File: src/rtl/snake_cfg.svh
`ifndef SNAKE_CFG_SVH
`define SNAKE_CFG_SVH

//////////////////////
// Playfield
//////////////////////

// Grid size in cells as powers of two so coordinates wrap for free
`define SNAKE_H 32
`define SNAKE_V 32

//////////////////////
// Storage and bus
//////////////////////

// Segment RAM capacity and so the length cap
`define SNAKE_MAX_LEN 64

`define SNAKE_APB_AW 5

`endif

File: src/rtl/snake_pkg.sv
`include "snake_cfg.svh"

package snake_pkg;

	// Coordinate widths follow the grid size
	localparam int X_BITS = $clog2(`SNAKE_H);
	localparam int Y_BITS = $clog2(`SNAKE_V);

	// Index must also hold the value SNAKE_MAX_LEN itself
	localparam int IDX_BITS = $clog2(`SNAKE_MAX_LEN + 1);

	typedef enum logic [1:0] {
		DIR_RIGHT = 2'd0,
		DIR_UP    = 2'd1,
		DIR_LEFT  = 2'd2,
		DIR_DOWN  = 2'd3
	} dir_t;

	// One cell of the body with x in the upper bits
	typedef struct packed {
		logic [X_BITS-1:0] x;
		logic [Y_BITS-1:0] y;
	} seg_t;

	// APB register map
	localparam logic [`SNAKE_APB_AW-1:0] REG_CTRL     = `SNAKE_APB_AW'(8'h00);
	localparam logic [`SNAKE_APB_AW-1:0] REG_STATUS   = `SNAKE_APB_AW'(8'h04);
	localparam logic [`SNAKE_APB_AW-1:0] REG_HEAD     = `SNAKE_APB_AW'(8'h08);
	localparam logic [`SNAKE_APB_AW-1:0] REG_SEG_IDX  = `SNAKE_APB_AW'(8'h0C);
	localparam logic [`SNAKE_APB_AW-1:0] REG_SEG_DATA = `SNAKE_APB_AW'(8'h10);

endpackage

File: src/rtl/segment_ram.sv
`timescale 1ns/1ps
`include "snake_cfg.svh"

module segment_ram #(
	parameter type payload_t = snake_pkg::seg_t,
	parameter int DEPTH = `SNAKE_MAX_LEN
) (
	input  logic                          clk,
	input  logic                          we,
	input  logic [snake_pkg::IDX_BITS-1:0] waddr,
	input  payload_t                      wdata,
	input  logic [snake_pkg::IDX_BITS-1:0] raddr,
	output payload_t                      rdata
);

	localparam int IW = snake_pkg::IDX_BITS;
	localparam int AW = (DEPTH > 1) ? $clog2(DEPTH) : 1;
	localparam logic [IW-1:0] LAST = IW'(DEPTH - 1);

	payload_t mem [DEPTH];

	//////////////////////
	// Write port
	//////////////////////

	// Addresses past the array are dropped
	always_ff @(posedge clk) begin
		if (we && waddr <= LAST)
			mem[waddr[AW-1:0]] <= wdata;
	end

	//////////////////////
	// Read port
	//////////////////////

	// Registered read with data one cycle after raddr
	always_ff @(posedge clk) begin
		rdata <= mem[raddr[AW-1:0]];
	end

endmodule

File: src/rtl/snake_body.sv
`timescale 1ns/1ps
`include "snake_cfg.svh"

module snake_body (
	input  logic                           clk,
	input  logic                           reset,
	input  logic                           step_req,
	input  logic                           grow,
	input  snake_pkg::dir_t                dir,
	input  logic                           seg_rd_req,
	input  logic [snake_pkg::IDX_BITS-1:0] seg_rd_idx,
	output logic                           seg_rd_valid,
	output snake_pkg::seg_t                seg_rd_data,
	output logic                           busy,
	output logic                           collide,
	output logic [snake_pkg::IDX_BITS-1:0] length,
	output snake_pkg::seg_t                head,
	output logic                           ram_we,
	output logic [snake_pkg::IDX_BITS-1:0] ram_waddr,
	output logic [snake_pkg::IDX_BITS-1:0] ram_raddr,
	output snake_pkg::seg_t                ram_wdata,
	input  snake_pkg::seg_t                ram_rdata
);

	localparam int IW = snake_pkg::IDX_BITS;
	localparam int CW = IW + 1;
	localparam int XW = snake_pkg::X_BITS;
	localparam int YW = snake_pkg::Y_BITS;
	localparam snake_pkg::seg_t CENTER = '{x: XW'(`SNAKE_H / 2), y: YW'(`SNAKE_V / 2)};

	logic            init;
	logic            walking;
	logic [CW-1:0]   cnt;
	logic [CW-1:0]   len_ext;
	logic            step_go;
	logic            grow_eff;
	logic            keep;
	logic            d_valid;
	logic [IW-1:0]   d_idx;
	snake_pkg::seg_t d_reg;
	snake_pkg::seg_t new_head;
	snake_pkg::seg_t next_head;
	logic            rd_pend;
	logic            rd_issue;

	assign busy    = init | walking;
	assign len_ext = CW'(length);
	assign step_go = step_req & ~busy & ~collide;

	// Returned segment at cnt is old index cnt-1; the tail survives only on growth
	assign keep = walking && cnt != '0 &&
		(cnt < len_ext || (cnt == len_ext && grow_eff));

	// One step in the requested direction, wrapping on the grid
	always_comb begin
		next_head = head;
		case (dir)
			snake_pkg::DIR_RIGHT: next_head.x = head.x + 1'b1;
			snake_pkg::DIR_UP:    next_head.y = head.y + 1'b1;
			snake_pkg::DIR_LEFT:  next_head.x = head.x - 1'b1;
			snake_pkg::DIR_DOWN:  next_head.y = head.y - 1'b1;
			default:              next_head = head;
		endcase
	end

	//////////////////////
	// Walk control
	//////////////////////

	// Walk lasts length+3 cycles; head and length commit on the last one
	always_ff @(posedge clk) begin
		if (reset) begin
			init     <= 1'b1;
			walking  <= 1'b0;
			cnt      <= '0;
			length   <= IW'(1);
			head     <= CENTER;
			collide  <= 1'b0;
			grow_eff <= 1'b0;
			d_valid  <= 1'b0;
		end else begin
			init    <= 1'b0;
			d_valid <= keep;
			if (keep && ram_rdata == new_head)
				collide <= 1'b1;
			if (step_go) begin
				walking  <= 1'b1;
				cnt      <= '0;
				grow_eff <= grow && (length < IW'(`SNAKE_MAX_LEN));
			end else if (walking) begin
				if (cnt == len_ext + CW'(2)) begin
					walking <= 1'b0;
					head    <= new_head;
					if (grow_eff)
						length <= length + 1'b1;
				end else begin
					cnt <= cnt + 1'b1;
				end
			end
		end
	end

	// Pipeline payload
	always_ff @(posedge clk) begin
		if (step_go)
			new_head <= next_head;
		if (keep) begin
			d_reg <= ram_rdata;
			d_idx <= cnt[IW-1:0];
		end
		if (rd_pend)
			seg_rd_data <= ram_rdata;
	end

	//////////////////////
	// RAM ports
	//////////////////////

	// Head goes to index 0 once index 0 has been read out
	always_comb begin
		ram_we    = 1'b0;
		ram_waddr = '0;
		ram_wdata = d_reg;
		if (init) begin
			ram_we    = 1'b1;
			ram_wdata = CENTER;
		end else if (walking && cnt == CW'(1)) begin
			ram_we    = 1'b1;
			ram_wdata = new_head;
		end else if (d_valid) begin
			ram_we    = 1'b1;
			ram_waddr = d_idx;
		end
	end

	// Walk owns the read port; host reads wait for idle
	assign ram_raddr = (walking && cnt < len_ext) ? cnt[IW-1:0] : seg_rd_idx;
	assign rd_issue  = seg_rd_req & ~busy & ~rd_pend & ~seg_rd_valid;

	always_ff @(posedge clk) begin
		if (reset) begin
			rd_pend      <= 1'b0;
			seg_rd_valid <= 1'b0;
		end else begin
			rd_pend      <= rd_issue;
			seg_rd_valid <= rd_pend;
		end
	end

endmodule

File: src/rtl/snake_game_top.sv
`timescale 1ns/1ps
`include "snake_cfg.svh"

module snake_game_top (
	input  logic                     clk,
	input  logic                     reset,
	input  logic [`SNAKE_APB_AW-1:0] paddr,
	input  logic                     psel,
	input  logic                     penable,
	input  logic                     pwrite,
	input  logic [31:0]              pwdata,
	output logic [31:0]              prdata,
	output logic                     pready,
	output logic                     pslverr
);

	localparam int IW = snake_pkg::IDX_BITS;

	// Host side
	logic            step_req;
	logic            grow;
	snake_pkg::dir_t dir;
	logic            seg_rd_req;
	logic [IW-1:0]   seg_rd_idx;
	logic            seg_rd_valid;
	snake_pkg::seg_t seg_rd_data;
	logic            busy;
	logic            collide;
	logic [IW-1:0]   length;
	snake_pkg::seg_t head;

	// Memory side
	logic            ram_we;
	logic [IW-1:0]   ram_waddr;
	logic [IW-1:0]   ram_raddr;
	snake_pkg::seg_t ram_wdata;
	snake_pkg::seg_t ram_rdata;

	snake_regs u_regs (.clk, .reset, .paddr, .psel, .penable, .pwrite, .pwdata, .prdata,
		.pready, .pslverr, .step_req, .grow, .dir, .seg_rd_req, .seg_rd_idx, .seg_rd_valid,
		.seg_rd_data, .busy, .collide, .length, .head);

	snake_body u_body (.clk, .reset, .step_req, .grow, .dir, .seg_rd_req, .seg_rd_idx,
		.seg_rd_valid, .seg_rd_data, .busy, .collide, .length, .head, .ram_we, .ram_waddr,
		.ram_raddr, .ram_wdata, .ram_rdata);

	segment_ram #(
		.payload_t(snake_pkg::seg_t),
		.DEPTH(`SNAKE_MAX_LEN)
	) u_ram (
		.clk(clk),
		.we(ram_we),
		.waddr(ram_waddr),
		.wdata(ram_wdata),
		.raddr(ram_raddr),
		.rdata(ram_rdata)
	);

endmodule

File: src/rtl/snake_regs.sv
`timescale 1ns/1ps
`include "snake_cfg.svh"

module snake_regs (
	input  logic                           clk,
	input  logic                           reset,
	input  logic [`SNAKE_APB_AW-1:0]       paddr,
	input  logic                           psel,
	input  logic                           penable,
	input  logic                           pwrite,
	input  logic [31:0]                    pwdata,
	output logic [31:0]                    prdata,
	output logic                           pready,
	output logic                           pslverr,
	output logic                           step_req,
	output logic                           grow,
	output snake_pkg::dir_t                dir,
	output logic                           seg_rd_req,
	output logic [snake_pkg::IDX_BITS-1:0] seg_rd_idx,
	input  logic                           seg_rd_valid,
	input  snake_pkg::seg_t                seg_rd_data,
	input  logic                           busy,
	input  logic                           collide,
	input  logic [snake_pkg::IDX_BITS-1:0] length,
	input  snake_pkg::seg_t                head
);

	localparam int IW = snake_pkg::IDX_BITS;

	logic        setup;
	logic        wr_done;
	logic        err;
	logic        busy_now;
	logic [31:0] rd_data;

	assign setup    = psel & ~penable;
	assign wr_done  = psel & penable & pwrite & ~pslverr;
	// A step already issued counts as busy before the walker reacts
	assign busy_now = busy | step_req;

	//////////////////////
	// Decode
	//////////////////////

	always_comb begin
		err     = 1'b0;
		rd_data = '0;
		case (paddr)
			snake_pkg::REG_CTRL: begin
				rd_data = {28'd0, grow, 1'b0, dir};
				err     = pwrite && pwdata[2] && (busy_now || collide);
			end
			snake_pkg::REG_STATUS:
				rd_data = {16'd0, 8'(length), 6'd0, collide, busy_now};
			snake_pkg::REG_HEAD:
				rd_data = 32'(head);
			snake_pkg::REG_SEG_IDX: begin
				rd_data = 32'(seg_rd_idx);
				err     = pwrite && (pwdata >= 32'(length));
			end
			snake_pkg::REG_SEG_DATA:
				err = !pwrite && (seg_rd_idx >= length);
			default:
				err = 1'b1;
		endcase
	end

	//////////////////////
	// Transfer control
	//////////////////////

	// pready is registered from the setup phase; segment reads hold it low
	always_ff @(posedge clk) begin
		if (reset) begin
			pready     <= 1'b0;
			pslverr    <= 1'b0;
			step_req   <= 1'b0;
			seg_rd_req <= 1'b0;
			seg_rd_idx <= '0;
			dir        <= snake_pkg::DIR_RIGHT;
			grow       <= 1'b0;
		end else begin
			step_req <= 1'b0;
			if (pready) begin
				// Access phase completes here
				pready  <= 1'b0;
				pslverr <= 1'b0;
				if (wr_done) begin
					case (paddr)
						snake_pkg::REG_CTRL: begin
							dir      <= snake_pkg::dir_t'(pwdata[1:0]);
							grow     <= pwdata[3];
							step_req <= pwdata[2];
						end
						snake_pkg::REG_SEG_IDX:
							seg_rd_idx <= pwdata[IW-1:0];
						default: ;
					endcase
				end
			end else if (seg_rd_req) begin
				if (seg_rd_valid) begin
					seg_rd_req <= 1'b0;
					pready     <= 1'b1;
				end
			end else if (setup) begin
				if (!pwrite && paddr == snake_pkg::REG_SEG_DATA && !err) begin
					seg_rd_req <= 1'b1;
				end else begin
					pready  <= 1'b1;
					pslverr <= err;
				end
			end
		end
	end

	// Read data
	always_ff @(posedge clk) begin
		if (setup && !pwrite)
			prdata <= rd_data;
		else if (seg_rd_req && seg_rd_valid)
			prdata <= 32'(seg_rd_data);
	end

endmodule

File: config.mk
export PLATFORM = sky130hd
export DESIGN_NAME = snake_game_top
export DESIGN_NICKNAME = d
export VERILOG_FILES = /design/src/rtl/snake_pkg.sv /design/src/rtl/segment_ram.sv /design/src/rtl/snake_body.sv /design/src/rtl/snake_game_top.sv /design/src/rtl/snake_regs.sv
export VERILOG_INCLUDE_DIRS = /design/src /design/src/rtl
export SDC_FILE = /design/constraint.sdc
export NUM_CORES = 1
export LEC_CHECK = 0
export BUFFER_PORTS_ARGS = -buffer_cell sky130_fd_sc_hd__buf_2
export CAP_MARGIN = 0
export CORE_MARGIN = 2
export CORE_UTILIZATION = 50
export CTS_CLUSTER_SIZE = 20
export DETAILED_ROUTE_END_ITERATION = 12
export PLACE_DENSITY = 0.65
export RECOVER_POWER = 25
export REMOVE_ABC_BUFFERS = 1
export SLEW_MARGIN = 20
export SYNTH_ARGS = -nofsm -noshare
export SYNTH_HDL_FRONTEND = slang
export SYNTH_SLANG_ARGS = --single-unit
export TNS_END_PERCENT = 1
File: constraint.sdc
create_clock -name clk -period 4.3 [get_ports clk]
set_input_delay 0.215 -clock clk [delete_from_list [all_inputs] [get_ports clk]]
set_output_delay 0.215 -clock clk [all_outputs]
set_load 0.03 [all_outputs]
==> summary.txt <==
Synthesis
  • Synthesized area: 30200 µm²
  • Yosys cell types: 66
  • Post-synth ARST share: 0%
  • Cells after Synth: 1882
  • Synth warnings: 0
  • Sequential share of the synthesized area: 72.5%
  • Most used DFF post-synth: edfxtp_1
  • Post-synth top area share: 68.8%
  • Register bit total from synthesis: 748
  • Synth top area cells: edfxtp_1 69%, mux2i_1 12%, dfxtp_1 3.7%
  • Number of enable flip-flop cells after synthesis: 692
  • Synth area leader: edfxtp_1
  • Syn avg cell area: 16.1 µm²

Critical path
  • CP Launch Type: register
  • Crit path max fanout: 38
  • Max stage delay on crit path: 500 ps
  • CP Buf/Inv Count: 4
  • CP delay by family, top: compound AO/OA/AOI/OAI gates
  • Cell Chain, Critical Path: inv_1, ha_1, a21o_1, a211oi_2, nand2_2, nor2_4, mux2i_4, buf_12, buf_12, buf_12, mux2i_1, o22ai_1, nor4_2, o2111ai_1
  • Flop-to-flop setup slack: 230 ps
  • Required time of the critical path: 4740 ps
  • Top cell by count, worst path: buf_12
  • Worst EP arrival: 4510 ps
  • Crit end category: register
  • CP max stage cell: nor4_2
  • Setup Crit Path Kind: reg2reg

GRT
  • GRT busiest layer: met2
  • GR Layer Usage met3: 3.56%
  • Grt total ovfl: 0
  • Met2 global-route usage: 38.4%
  • GRT Total Usage: 23.6%
  • Largest net degree at the start of global routing: 65
  • Antenna violations before repair: 0
  • Met1 usage in global routing: 32.7%
  • First-pass GRT wire length: 110000 µm
  • Vias in the first global route: 17400

Clocking
  • CTS max path bufs: 3
  • Setup bufs post-CTS: 0
  • Clock Latency Late Sink: 620 ps
  • CTS buffer count: 77
  • Clock sinks: 748
  • TritonCTS clock tree: done
  • Clock root cell: clkbuf_16
  • CTS clk-pin slew, worst paths: 60 ps
  • H-Tree Depth: 3

Floorplanning
  • Die H: 250 µm
  • Core ar.: 60000 µm²
  • Die Wd: 250 µm
  • Initial core utilization: 50.3%
  • DIE AREA: 62400 µm²
  • IO Pins: 76
  • # rows: 90

Timing
  • Tightest Pin Transition: 2010 ps
  • Final Hold Fails: 0
  • Slew HR: -34.3%
  • Worst hold slack: 35.6 ps
  • Clk_skew: 24.3 ps
  • Max-slew violations: 259
  • Setup TNS: 0 ps
  • Fmax: 246 MHz
  • Final min period: 4070 ps
  • Finish-stage setup viols: 0
  • Fin crit share: 94.7%

Placed design
  • Placer congestion estimate: 0.839
  • DP Wirelength: 46400 µm
  • PortBufs: 58
  • Placed cells: 2776

Job
  • Max_cap viols: 8

Route
  • Vias/cell: 5.96
  • Post-Route WL: 74500 µm
  • Initial drt markers: 1701
  • Overall via count from detail_route: 17400
  • Pre-antenna DRT Iters: 6
  • Drt drc: 0
  • DR WL/cell: 25.5 µm
  • DRT antenna net count: 0

Finish
  • Most common cell after layout, fill and taps aside: edfxtp_1
  • Layout Cells excl Fill: 2925
  • Nets: 2160
  • Area growth syn-to-layout: 15.9%
  • Largest register FFs: 640
  • Layout cell share with drive strength beyond 1: 15.1%
  • Most frequent cells in the layout: 692 x edfxtp_1, 348 x mux2i_1, 162 x o22ai_1
  • Ant. Diodes: 0

Outcome
  • Status: finished, violations left
  • Failing checks: capacitance limit, slew limit

Min path
  • Hold Crit Class: in2reg

Power
  • Pwr Density: 423 nW/µm²
  • Max VDD drop: 0.306 mV
  • Static Leakage: 13.9 nW
[power by group]
| group | switching [W] | internal [W] |
|---|---|---|
| combinational | 0.000143 | 0.0000529 |
| clock | 0.00271 | 0.00397 |
| sequential | 0.0000159 | 0.00790 |
[worst paths after layout]
check | from | to | cells after the start
max | u_body.length[5] | u_ram.rdata[9] | 14
max reg2reg | u_body.length[5] | u_ram.rdata[9] | 14
min reg2reg | u_body.seg_rd_data[5] | u_regs.prdata[5] | 2
min | pwrite | u_regs.pready | 3
[what timing repair did]
item / in CTS / in global routing
setup endpoints to repair: 0 / 9
resized for setup: 0 / 12
hold buffers: 11 / 0
endpoints found under the hold margin: 13 / 0
[cell usage after synthesis, types with 2 or more instances]
cell       count
inv_1         22
nor2b_1       11
mux2_2         4
a22oi_1        3
nand3_1       20
nand4_1        6
nand2_1       53
nor3_1         6
buf_2         31
o22ai_1      162
xnor2_1       25
and3_1        13
a21oi_1       25
edfxtp_1     692
a22o_1         3
fa_1           2
o41ai_1       30
ha_1          32
or3_1          3
nor3b_1        3
o31ai_1        3
o21ai_0       16
nand3b_1       9
and4_1         2
clkbuf_1      54
o211ai_1       2
a211o_1        2
o2111ai_1     10
buf_4         26
a21o_1        13
nand2b_1      12
nor4_1        18
xor2_1        13
nand4b_1       6
mux2i_1      349
dfxtp_1       56
mux4_2         2
nor2_1       115
[worst reg2reg max path: stages (launching register included)]
cell and delay (ps):
dfxtp_1 420, inv_1 150, ha_1 320, a21o_1 170
a211oi_2 350, nand2_2 110, nor2_4 160, mux2i_4 330
buf_12 190, buf_12 270, buf_12 320, mux2i_1 250
o22ai_1 120, nor4_2 500, o2111ai_1 250
[layout make-up]
type | instances | area (µm²)
fillers | 4555 | 25000
flip-flops and latches | 748 | 21900
multi-input cells | 1014 | 7860
clock buffers | 97 | 2120
repair buffers | 220 | 1650
well taps | 782 | 978
clock inverters | 41 | 425
inverters | 23 | 86.3
[routing by layer]
metal / up-vias / share of wire, %
met1: 8810 / 42
met3: 115 / 7.1
li1: 7792 / -
met5: - / 0
met2: 727 / 48
met4: 0 / 2.8
[metrics by stage]
step                      utilization, %  instance area (µm²)  setup slack [ps]  total power [W]
final                               58.3                35000               230           0.0148
after global routing                58.3                35000             -58.3           0.0152
after CTS                           58.4                35100              6.15           0.0149
after detailed placement            54.0                32400              59.2          0.00825
after global placement              54.0                32400              72.2          0.00825
after floorplan                        -                29700            -22420          0.00816
[cells by family after synthesis]
logic type / Yosys count / synth area share, %
AO/OA/AOI/OAI: 284 / 6.29
XOR/XNOR: 38 / 1.10
adder cells (fa/ha/maj): 34 / 1.46
buffers and inverters: 136 / 2.15
flip-flops: 748 / 72.5
multiplexers: 355 / 11.9
other: 1 / 0.0124
AND/OR/NAND/NOR: 286 / 4.64
Note: power is estimated with default switching activity, not from simulation.
